==> src/design/list_walk_mem_pkg.sv <==
// List walker memory definitions
`default_nettype none

package list_walk_mem_pkg;

    // ========================================
    // Memory port widths
    // ========================================

    // Memory addresses count 64-bit words, not bytes
    localparam int MEM_ADDR_W = 32;

    // Every memory transfer moves one 64-bit word
    localparam int MEM_DATA_W = 64;

    // ========================================
    // Node layout
    // ========================================

    // A node is four consecutive words starting at its base address
    localparam int NODE_WORDS = 4;

    // The first word of a node holds the address of the next node
    // A value of zero in that word ends the list
    localparam int NEXT_WORD = 0;

    // Software spins on the flag word until it reads this value
    localparam int RESULT_FLAG = 1;

    // ========================================
    // Types
    // ========================================

    typedef logic [MEM_ADDR_W-1:0] mem_addr_t;
    typedef logic [MEM_DATA_W-1:0] mem_data_t;

    // Selects one word inside a node
    typedef logic [$clog2(NODE_WORDS)-1:0] node_word_t;

endpackage

`default_nettype wire

==> src/design/list_walk_csr_pkg.sv <==
// List walker CSR map
`default_nettype none

package list_walk_csr_pkg;

    // ========================================
    // CSR address map
    // ========================================

    // CSR offsets are in 64-bit words
    localparam int CSR_ADDR_W = 4;

    // Write only registers
    // The result address must be written before the start address
    localparam logic [CSR_ADDR_W-1:0] CSR_RESULT_ADDR = 4'd5;
    // Writing the start address launches a walk
    localparam logic [CSR_ADDR_W-1:0] CSR_START_ADDR = 4'd6;

    // Read only registers
    // Number of nodes visited by the last walk
    localparam logic [CSR_ADDR_W-1:0] CSR_LIST_LENGTH = 4'd3;
    // Number of data words added into the checksum
    localparam logic [CSR_ADDR_W-1:0] CSR_DATA_ENTRIES = 4'd4;

    // ========================================
    // Types
    // ========================================

    // Counters wrap silently on overflow
    typedef logic [15:0] count_t;

endpackage

`default_nettype wire

==> src/design/csr_decode.sv <==
// CSR slave for the list walker
`timescale 1ns/1ps
`default_nettype none

module csr_decode
    import list_walk_mem_pkg::*;
    import list_walk_csr_pkg::*;
(
    input  wire logic                  clk,
    input  wire logic                  reset,

    // Wishbone classic slave
    input  wire logic                  csr_cyc,
    input  wire logic                  csr_stb,
    input  wire logic                  csr_we,
    input  wire logic [CSR_ADDR_W-1:0] csr_adr,
    input  wire mem_data_t             csr_dat_w,
    output      mem_data_t             csr_dat_r,
    output      logic                  csr_ack,

    // Walk control towards the execute stage
    output      logic                  start,
    output      mem_addr_t             start_addr,
    output      mem_addr_t             result_addr,

    // Counts returned on reads
    input  wire count_t                list_length,
    input  wire count_t                data_entries
);

    // A request is taken only while no ack is pending, so a master that
    // holds stb through the ack cycle does not get a second ack
    logic csr_req;

    assign csr_req = csr_cyc && csr_stb && !csr_ack;

    // ========================================
    // Handshake and start pulse
    // ========================================

    // The ack and the start pulse rise together, one cycle after the request
    always_ff @(posedge clk)
    begin
        if (reset)
        begin
            csr_ack <= 1'b0;
            start   <= 1'b0;
        end
        else
        begin
            csr_ack <= csr_req;
            start   <= csr_req && csr_we && (csr_adr == CSR_START_ADDR);
        end
    end

    // ========================================
    // Address registers
    // ========================================

    // Only the low bits of the 64-bit write data form a word address
    always_ff @(posedge clk)
    begin
        if (csr_req && csr_we)
        begin
            case (csr_adr)
                CSR_RESULT_ADDR: result_addr <= csr_dat_w[MEM_ADDR_W-1:0];
                CSR_START_ADDR:  start_addr  <= csr_dat_w[MEM_ADDR_W-1:0];
                // Writes to any other offset are dropped
                default: ;
            endcase
        end
    end

    // ========================================
    // Read data
    // ========================================

    // Read data is registered so it lines up with the ack
    // Counts are zero-extended to the full data width
    always_ff @(posedge clk)
    begin
        if (csr_req && !csr_we)
        begin
            case (csr_adr)
                CSR_LIST_LENGTH:  csr_dat_r <= mem_data_t'(list_length);
                CSR_DATA_ENTRIES: csr_dat_r <= mem_data_t'(data_entries);
                default:          csr_dat_r <= '0;
            endcase
        end
    end

endmodule

`default_nettype wire

==> src/design/walk_execute.sv <==
// List walk state machine
`timescale 1ns/1ps
`default_nettype none

module walk_execute
    import list_walk_mem_pkg::*;
(
    input  wire logic       clk,
    input  wire logic       reset,

    // Control from the CSR block
    input  wire logic       start,
    input  wire mem_addr_t  start_addr,
    input  wire mem_addr_t  result_addr,

    // Wishbone classic master towards memory
    output      logic       mem_cyc,
    output      logic       mem_stb,
    output      logic       mem_we,
    output      mem_addr_t  mem_adr,
    output      mem_data_t  mem_dat_w,
    input  wire mem_data_t  mem_dat_r,
    input  wire logic       mem_ack,

    // Events for the checksum block
    output      logic       walk_begin,
    output      logic       node_fetch,
    output      logic       data_valid,
    output      mem_data_t  data_word,
    input  wire mem_data_t  checksum
);

    // Index of the final word of a node
    localparam node_word_t LAST_WORD = node_word_t'(NODE_WORDS - 1);

    typedef enum logic [1:0]
    {
        ST_IDLE,
        ST_READ,
        ST_WRITE_SUM,
        ST_WRITE_FLAG
    } state_t;

    state_t     state;

    // Single request flag drives both cyc and stb
    logic       req;
    logic       xfer_done;

    // Position within the list
    mem_addr_t  node_base;
    node_word_t word_idx;
    mem_addr_t  next_ptr;

    // Result address is held for the whole walk
    mem_addr_t  result_base;

    assign mem_cyc   = req;
    assign mem_stb   = req;
    assign xfer_done = req && mem_ack;

    // ========================================
    // Events for the checksum block
    // ========================================

    // A start is accepted only while idle, later ones are dropped
    assign walk_begin = start && (state == ST_IDLE);
    assign node_fetch = xfer_done && (state == ST_READ) && (word_idx == node_word_t'(NEXT_WORD));
    assign data_valid = xfer_done && (state == ST_READ) && (word_idx != node_word_t'(NEXT_WORD));
    assign data_word  = mem_dat_r;

    // ========================================
    // Walk sequencing
    // ========================================

    // Every transfer ends with one idle cycle: the ack edge drops req,
    // and the next edge presents the following transfer
    always_ff @(posedge clk)
    begin
        if (reset)
        begin
            state  <= ST_IDLE;
            req    <= 1'b0;
            mem_we <= 1'b0;
        end
        else
        begin
            case (state)
                ST_IDLE:
                begin
                    // First read goes out on the cycle after the start pulse
                    if (start)
                    begin
                        req    <= 1'b1;
                        mem_we <= 1'b0;
                        state  <= ST_READ;
                    end
                end

                ST_READ:
                begin
                    if (xfer_done)
                    begin
                        req <= 1'b0;
                        // The end test uses the pointer caught at word 0
                        if (word_idx == LAST_WORD && next_ptr == '0)
                        begin
                            state <= ST_WRITE_SUM;
                        end
                    end
                    else if (!req)
                    begin
                        req <= 1'b1;
                    end
                end

                ST_WRITE_SUM:
                begin
                    if (xfer_done)
                    begin
                        req    <= 1'b0;
                        mem_we <= 1'b0;
                        state  <= ST_WRITE_FLAG;
                    end
                    else if (!req)
                    begin
                        req    <= 1'b1;
                        mem_we <= 1'b1;
                    end
                end

                ST_WRITE_FLAG:
                begin
                    // Flag goes last so software never sees a stale checksum
                    if (xfer_done)
                    begin
                        req    <= 1'b0;
                        mem_we <= 1'b0;
                        state  <= ST_IDLE;
                    end
                    else if (!req)
                    begin
                        req    <= 1'b1;
                        mem_we <= 1'b1;
                    end
                end

                default: state <= ST_IDLE;
            endcase
        end
    end

    // ========================================
    // Addresses and write data
    // ========================================

    // The checksum is final by the idle cycle before its write
    always_ff @(posedge clk)
    begin
        if (state == ST_IDLE && start)
        begin
            node_base   <= start_addr;
            word_idx    <= '0;
            result_base <= result_addr;
            mem_adr     <= start_addr;
        end
        else if (state == ST_READ && xfer_done)
        begin
            if (word_idx == node_word_t'(NEXT_WORD))
            begin
                next_ptr <= mem_dat_r[MEM_ADDR_W-1:0];
            end
            if (word_idx == LAST_WORD)
            begin
                node_base <= next_ptr;
                word_idx  <= '0;
            end
            else
            begin
                word_idx <= word_idx + 1'b1;
            end
        end
        else if (!req)
        begin
            case (state)
                ST_READ:      mem_adr <= node_base + mem_addr_t'(word_idx);
                ST_WRITE_SUM:
                begin
                    mem_adr   <= result_base + mem_addr_t'(1);
                    mem_dat_w <= checksum;
                end
                ST_WRITE_FLAG:
                begin
                    mem_adr   <= result_base;
                    mem_dat_w <= mem_data_t'(RESULT_FLAG);
                end
                default: ;
            endcase
        end
    end

endmodule

`default_nettype wire

==> src/design/checksum_result.sv <==
// Checksum and walk counters
`timescale 1ns/1ps
`default_nettype none

module checksum_result
    import list_walk_mem_pkg::*;
    import list_walk_csr_pkg::*;
(
    input  wire logic      clk,
    input  wire logic      reset,

    // Events from the walk state machine
    input  wire logic      walk_begin,
    input  wire logic      node_fetch,
    input  wire logic      data_valid,
    input  wire mem_data_t data_word,

    // Running results
    output      mem_data_t checksum,
    output      count_t    list_length,
    output      count_t    data_entries
);

    // ========================================
    // Checksum
    // ========================================

    // Plain 64-bit sum of every data word, carries out of the top are lost
    always_ff @(posedge clk)
    begin
        if (reset || walk_begin)
        begin
            checksum <= '0;
        end
        else if (data_valid)
        begin
            checksum <= checksum + data_word;
        end
    end

    // ========================================
    // Counters
    // ========================================

    // One count per node, taken when the next pointer arrives
    always_ff @(posedge clk)
    begin
        if (reset || walk_begin)
        begin
            list_length <= '0;
        end
        else if (node_fetch)
        begin
            list_length <= list_length + 1'b1;
        end
    end

    // One count per data word added into the checksum
    // Both counters hold after the walk so software can read them
    always_ff @(posedge clk)
    begin
        if (reset || walk_begin)
        begin
            data_entries <= '0;
        end
        else if (data_valid)
        begin
            data_entries <= data_entries + 1'b1;
        end
    end

endmodule

`default_nettype wire

==> src/design/list_walk_top.sv <==
// Linked list checksum walker
`timescale 1ns/1ps
`default_nettype none

module list_walk_top
    import list_walk_mem_pkg::*;
    import list_walk_csr_pkg::*;
(
    input  wire logic                  clk,
    input  wire logic                  reset,

    // CSR port, Wishbone classic slave
    input  wire logic                  csr_cyc,
    input  wire logic                  csr_stb,
    input  wire logic                  csr_we,
    input  wire logic [CSR_ADDR_W-1:0] csr_adr,
    input  wire mem_data_t             csr_dat_w,
    output      mem_data_t             csr_dat_r,
    output      logic                  csr_ack,

    // Memory port, Wishbone classic master
    output      logic                  mem_cyc,
    output      logic                  mem_stb,
    output      logic                  mem_we,
    output      mem_addr_t             mem_adr,
    output      mem_data_t             mem_dat_w,
    input  wire mem_data_t             mem_dat_r,
    input  wire logic                  mem_ack
);

    // CSR block to walker
    logic      start;
    mem_addr_t start_addr;
    mem_addr_t result_addr;

    // Walker to checksum block
    logic      walk_begin;
    logic      node_fetch;
    logic      data_valid;
    mem_data_t data_word;

    // Checksum block back to the walker and the CSR block
    mem_data_t checksum;
    count_t    list_length;
    count_t    data_entries;

    // ========================================
    // Decode
    // ========================================

    csr_decode u_decode (
        .clk          (clk),
        .reset        (reset),
        .csr_cyc      (csr_cyc),
        .csr_stb      (csr_stb),
        .csr_we       (csr_we),
        .csr_adr      (csr_adr),
        .csr_dat_w    (csr_dat_w),
        .csr_dat_r    (csr_dat_r),
        .csr_ack      (csr_ack),
        .start        (start),
        .start_addr   (start_addr),
        .result_addr  (result_addr),
        .list_length  (list_length),
        .data_entries (data_entries)
    );

    // ========================================
    // Execute
    // ========================================

    walk_execute u_execute (
        .clk         (clk),
        .reset       (reset),
        .start       (start),
        .start_addr  (start_addr),
        .result_addr (result_addr),
        .mem_cyc     (mem_cyc),
        .mem_stb     (mem_stb),
        .mem_we      (mem_we),
        .mem_adr     (mem_adr),
        .mem_dat_w   (mem_dat_w),
        .mem_dat_r   (mem_dat_r),
        .mem_ack     (mem_ack),
        .walk_begin  (walk_begin),
        .node_fetch  (node_fetch),
        .data_valid  (data_valid),
        .data_word   (data_word),
        .checksum    (checksum)
    );

    // ========================================
    // Result
    // ========================================

    checksum_result u_result (
        .clk          (clk),
        .reset        (reset),
        .walk_begin   (walk_begin),
        .node_fetch   (node_fetch),
        .data_valid   (data_valid),
        .data_word    (data_word),
        .checksum     (checksum),
        .list_length  (list_length),
        .data_entries (data_entries)
    );

endmodule

`default_nettype wire

==> config.mk <==
export PLATFORM = sky130hd
export DESIGN_NAME = list_walk_top
export DESIGN_NICKNAME = d
export VERILOG_FILES = /design/src/design/list_walk_mem_pkg.sv /design/src/design/list_walk_csr_pkg.sv /design/src/design/csr_decode.sv /design/src/design/walk_execute.sv /design/src/design/checksum_result.sv /design/src/design/list_walk_top.sv
export SDC_FILE = /design/constraint.sdc
export NUM_CORES = 1
export LEC_CHECK = 0
export ABC_AREA = 1
export BUFFER_PORTS_ARGS = -buffer_cell sky130_fd_sc_hd__buf_2
export CORE_MARGIN = 2
export CORE_UTILIZATION = 30
export CTS_CLUSTER_DIAMETER = 80
export DETAILED_ROUTE_END_ITERATION = 10
export PLACE_DENSITY_LB_ADDON = 0.08
export SYNTH_ARGS = -nofsm -noshare
export SYNTH_HDL_FRONTEND = slang
export SYNTH_SLANG_ARGS = --single-unit
==> constraint.sdc <==
create_clock -name clk -period 6.2 [get_ports clk]
set_input_delay 1.24 -clock clk [delete_from_list [all_inputs] [get_ports clk]]
set_output_delay 1.24 -clock clk [all_outputs]
set_load 0.02 [all_outputs]
======== Word-level counts from Yosys, hierarchy flattened ========
Cells that the tools add are included.
storage, ports and cells
  output and inout port bits .............. 164
  input port bits ......................... 138
  register bits ........................... 424
  logic and storage cells ................. 98
operators by class
  multiplexer cells ....................... 23
  reduce and logical (&&, ||, !) cells .... 33
  eq/ne operators ......................... 16
  bitwise operators ....................... 3
  add/subtract/negate cells ............... 6
operator list
  cell                                                   number
  2-to-1 mux 32 bit                                      6
  one-hot mux 64 bit (2 select lines)                    1
  one-hot mux 32 bit (3 select lines)                    1
  adder 64 bit                                           1
  adder 16 x 1 -> 16 bit, second input constant          2
  adder 32 x 1 -> 32 bit, second input constant          1
  adder 32 x 2 -> 32 bit                                 1
  zero test 32 bit                                       1
  one-hot mux 16 bit (2 select lines)                    1
  == test 4 x 3 -> 1 bit, second input constant          3
  2-to-1 mux 2 bit                                       6
  logical AND 1 bit                                      11
  inequality test 2 x 1 -> 1 bit, second input constant  5
  nonzero test 2 bit                                     5
  AND reduction 3 bit                                    3
  one-hot mux 2 bit (4 select lines)                     1
  == test 2 bit, second input constant                   3
  AND reduction 2 bit                                    3
  2-to-1 mux 1 bit                                       5
  AND reduction 5 bit                                    1
  == test 4 x 2 -> 1 bit, second input constant          1
  zero test 2 bit                                        2
  inequality test 2 bit, second input constant           2
  one-hot mux 1 bit (2 select lines)                     2
  10 further kinds                                       13

======== Logic depth before layout (Yosys ltp) ========
  depth in word-level cells ............... 5
  gate-level depth with buffers ........... 17
  depth with buffers taken out ............ 17

======== Modules after synthesis ========
A second synthesis with hierarchy kept.
unflattened totals
  cells, all modules ...................... 3200
  area, all modules ....................... 23253.6 um2
modules (own cells, without submodules)
  module           times used  sequential area each (um2)  area each (um2)  cells each
  walk_execute     1           5885.6                      10344.9          1173
  checksum_result  1           1921.8                      9714.3           1824
  csr_decode       1           2442.3                      3194.3           203

======== Worst setup path after synthesis ========
Ideal clock, no wire load.
  kind .................................... input-to-reg
  start ................................... input port csr_adr[2]
  end ..................................... register u_decode.result_addr[0], enable pin
  library setup time ...................... 502 ps
  slack ................................... 1081 ps
  stages .................................. 4
  data arrival time ....................... 4617 ps
  buffers on the path ..................... 0
  cells stage by stage .................... inv_1 nor2_1 inv_1 nor4_1
on the way
  word-level cells in the longest chain between the ends .. 2
ends and longest elaborated chain
  element                               RTL line             text
  start, declared                       list_walk_top.sv:16  input wire logic [CSR_ADDR_W-1:0] csr_adr,
  == test 4 x 3 -> 1 bit                csr_decode.sv:65     case (csr_adr)
  AND reduction 2 bit (no source line)  n/a
  end signal, assigned                  csr_decode.sv:66     CSR_RESULT_ADDR: result_addr <= csr_dat_w[MEM_ADDR_W-1:0];
  end, declared                         csr_decode.sv:24     output mem_addr_t result_addr,
Every way passes these cells.
A chain may end at the register's enable or synchronous reset.

======== Worst setup path after layout ========
  start ................................... register u_execute.state[0]
  end ..................................... register u_execute.mem_dat_w[18], enable pin
on the way
  word-level cells in the longest chain between the ends .. 4
  elaborated cells between the ends (all ways) .. 10
ends and longest elaborated chain
  element                                                    RTL line                                  text
  start, declared                                            walk_execute.sv:44                        state_t state;
  start signal, assigned                                     walk_execute.sv:82                        state <= ST_IDLE;
  start signal, assigned                                     walk_execute.sv:96                        state <= ST_READ;
  start signal, assigned                                     walk_execute.sv:108                       state <= ST_WRITE_SUM;
  == test 2 x 1 -> 1 bit or zero test 2 bit (tied branches)  walk_execute.sv:167, walk_execute.sv:160
  logical AND 1 bit, on equally long branches                walk_execute.sv:167, walk_execute.sv:160
  NOT 1 bit (no source line)                                 n/a
  AND reduction 4 bit (no source line) *                     n/a
  end signal, assigned                                       walk_execute.sv:190                       mem_dat_w <= checksum;
  end signal, assigned                                       walk_execute.sv:195                       mem_dat_w <= mem_data_t'(RESULT_FLAG);
  end, declared                                              walk_execute.sv:21                        output mem_data_t mem_dat_w,
Mark *: on every way between the ends. The rest lies on a longest branch, timed or not.

==> impl_metrics.yaml <==
status:
  outcome: "completed"
synthesis:
  synth_edf_count: 272
  syn_area_um2: 22300
  ys_ff_latch: 376
  synth_cell_types: 51
  synthCells: 3010
  async_flop_share: 0
  postSynthAreaPerCell_um2: 7.409
  ys_warn_count: 0
  yosysSeqAreaShare: 0.4596
  synth_top_flop_cell: "edfxtp_1"
die:
  ioPinCount: 302
  die_h_um: 276.6
  coreArea_um2: 73330
  dieArea_um2: 76530
  rows: 99
  start_util: 0.3041
  die_width_um: 276.6
placement:
  placed_cell_area_um2: 24380
  gp_congestion: 0.8890
  port_buffers: 221
  dpl.hpwl_mm: 62.72
setup_path:
  crit_type: "reg2reg"
  cp-end-kind: "register"
  slowest_delay_ns: 0.66
  cp-start-kind: "register"
  reg2reg_from: "u_execute.state[0]"
  worstPathRequired_ns: 6.42
  worstRegToRegCells: 6
  crit_fanout: 64
  path_cells: "ha_4 > nor2_1 > inv_1 > nand2_1 > nor2_4 > buf_4"
  r2r_slack_ns: 3.07
  r2r_end: "u_execute.mem_dat_w[18]"
  cp_slowest_cell: "buf_4"
  arrival_ns: 3.35
power:
  intPower_uw: 4976
  leakagePower_uw: 0.01237
  power_density_nw_per_um2: 283.0
  comb_power_share: 0.204
  power.switching_uw: 2348
  clkPwrFrac: 0.367
  swShare: 0.3206
  vdd_drop_max_mv: 0.2074
  p_seq_frac: 0.429
min_path:
  hold_path.class: "reg2reg"
  timing.hold.worst_path_depth: 0
  hold_end: "u_execute.result_base[2]"
  min_from: "u_decode.result_addr[2]"
sta:
  min_period_ns: 3.126
  clock_skew_ns: 0.02817
  slew_headroom: 0.3449
  report.final.slew_viol_count: 0
  setup_tns_ns: 0
  finalCritPeriodShare: 0.5042
  finalHoldViolations: 0
  tightest_slew_ns: 0.9827
  max_freq_mhz: 319.9
  rsz0062_at_grt: "no"
  setup_viol: 0
global_route:
  first_global_vias: 19161
  met3_usage: 0.02295
  grt_use_met1: 0.2721
  busiest_layer: "met2"
  grt_util_met2: 0.3503
  grt_pass1_wl_mm: 118.4
  antenna_found_initial: 6
  globalRoute.totalOverflow: 0
  grt_max_degree: 89
  track_usage: 0.2034
layout:
  final_area_um2: 25880
  multi_input_area_um2: 9420
  syn_to_final_growth_pct: 16.06
  layout-drive-gt1-share: 0.1074
  nFillCells: 7963
  regArea_um2: 10250
  num-nets-final: 3454
cts:
  clock-sinks: 376
  clockBufferDepth: 3
  post-cts-setup-buffers: 0
  h-tree-depth: 2
  cts.clk_slew.worst_paths_ns: 0.06
  cts_buffers: 46
  hold_buffers: 0
  root_buffer: "clkbuf_16"
  cts_tree: "yes"
  post_cts_resized: 0
  clkLatencyLatePin_ns: 0.62
drt:
  wire_per_inst_um: 18.55
  drc_errors: 0
  drtIter0Drc: 1211
  vias: 19277
  ant_nets: 0
  first_pass_iters: 7
  viasPerCell: 4.550
  wirelength_mm: 78.60
job:
  drv_cap: 0
sequential cells by signal (all words and copies together) (netlist names):
signal and flops:
u_execute.mem_adr 32, u_result.data_entries 16, u_execute.mem_we 1, u_execute.mem_dat_w 64, u_decode.start_addr 32, u_decode.csr_dat_r 16, u_execute.node_base 32, u_result.list_length 16
u_execute.state 2, u_execute.word_idx 2, u_execute.next_ptr 32, u_result.checksum 64, u_decode.start 1, u_decode.csr_ack 1, u_execute.result_base 32, u_decode.result_addr 32
u_execute.mem_cyc 1
critical path, delay by kind of cell (launching register included):
family | cells | cell delay, ns
adder cells (fa/ha/maj) | 1 | 0.64
buffers and inverters | 2 | 1.08
flip-flops | 1 | 0.43
AND/OR/NAND/NOR | 3 | 0.43
Yosys cell counts, drive strengths merged (2+ instances only):
| library cell | number | area [um2] |
|---|---|---|
| a21oi | 145 | 729.5 |
| and2 | 2 | 12.51 |
| buf | 59 | 406.6 |
| clkbuf | 44 | 165.2 |
| clkinv | 2 | 8.750 |
| dfxtp | 104 | 2082 |
| edfxtp | 272 | 8168 |
| fa | 2 | 40.04 |
| ha | 75 | 938.4 |
| inv | 605 | 2271 |
| nand2 | 954 | 3601 |
| nand3 | 163 | 830.8 |
| nand3b | 4 | 30.03 |
| nand4 | 21 | 137.6 |
| nor2 | 274 | 1095 |
| nor3 | 62 | 341.6 |
| nor3b | 2 | 15.01 |
| nor4 | 12 | 75.07 |
| o211ai | 14 | 105.1 |
| o21ai | 103 | 515.5 |
| o21bai | 5 | 37.54 |
| o221ai | 3 | 26.28 |
| o22ai | 16 | 100.1 |
| or2 | 2 | 12.51 |
| xnor2 | 10 | 87.58 |
| xor2 | 45 | 394.1 |
power groups by stage:
stage	Sequential (uW)	Combinational [uW]	Clock, uW
after floorplan	3480	666	0
after global routing	3170	1650	2870
after detailed placement	3190	1520	0
final	3140	1490	2690
after global placement	3190	1510	0
after CTS	3150	1530	2780
area by class of cell:
cell class,count,share of cell area
inverter,607,0.08808
antenna,1,0.00009668
tap,959,0.04636
clock buffer,57,0.04684
clock inverter,29,0.01126
timing repair buffer,237,0.04738
multi-input combinational,1971,0.3640
sequential,376,0.3960
layer usage:
metal | wire [um] | vias up
met1 | 36400 | 8981
met2 | 37620 | 376
met5 | 0 | -
met3 | 2925 | 85
li1 | - | 9835
met4 | 1662 | 0
cells by family after synthesis:
family	synth area share
adder cells (fa/ha/maj)	0.04388
other	0.0001682
AO/OA/AOI/OAI	0.07075
flip-flops	0.4596
buffers and inverters	0.1279
XOR/XNOR	0.02160
AND/OR/NAND/NOR	0.2761
placed cells by master (no fill, tap or decap), types with 3 or more instances in the layout:
cell type	instances
clkbuf_16	46
xor2_1	45
nand4_1	20
nor2_1	259
a21oi_1	144
nor2_4	7
nor2_2	7
nand3_1	160
buf_2	221
o221ai_1	3
clkbuf_1	9
inv_2	5
bufinv_16	3
buf_4	16
edfxtp_1	272
nor3_2	4
xnor2_1	10
o211ai_1	14
inv_1	600
dfxtp_1	104
nor3_1	57
clkinv_2	15
nor4_1	11
nand2_1	947
nand3b_1	4
o21bai_1	5
o21ai_0	100
nand2_2	6
conb_1	48
clkinv_1	6
o22ai_1	16
ha_1	74
nand3_2	3
worst max path at each step:
stage,end,startpoint,slack [ns]
final,u_execute.mem_dat_w[18],u_execute.state[0],3.07
after detailed placement,u_result.checksum[55],mem_dat_r[2],2.50
after CTS,u_execute.mem_dat_w[14],u_execute.state[0],3.01
after global routing,u_execute.mem_dat_w[18],u_execute.state[0],2.76
after global placement,u_result.checksum[55],mem_dat_r[2],2.51
after floorplan,u_decode.result_addr[0],csr_adr[2],1.08
metrics by stage:
step | worst slack [ns] | total power [uW] | hold slack [ns] | utilization | std cells
floorplan | 1.081 | 4144 | 0.4003 | - | 3057
global placement | 2.506 | 4707 | 0.4017 | 0.3324 | 4150
detailed placement | 2.500 | 4714 | 0.4045 | 0.3324 | 4150
CTS | 3.008 | 7449 | 0.4173 | 0.3529 | 4236
global route | 2.758 | 7692 | 0.4261 | 0.3529 | 4236
finish | 3.074 | 7324 | 0.4168 | 0.3530 | 4237
No activity file was read; power rests on OpenSTA's default activity.
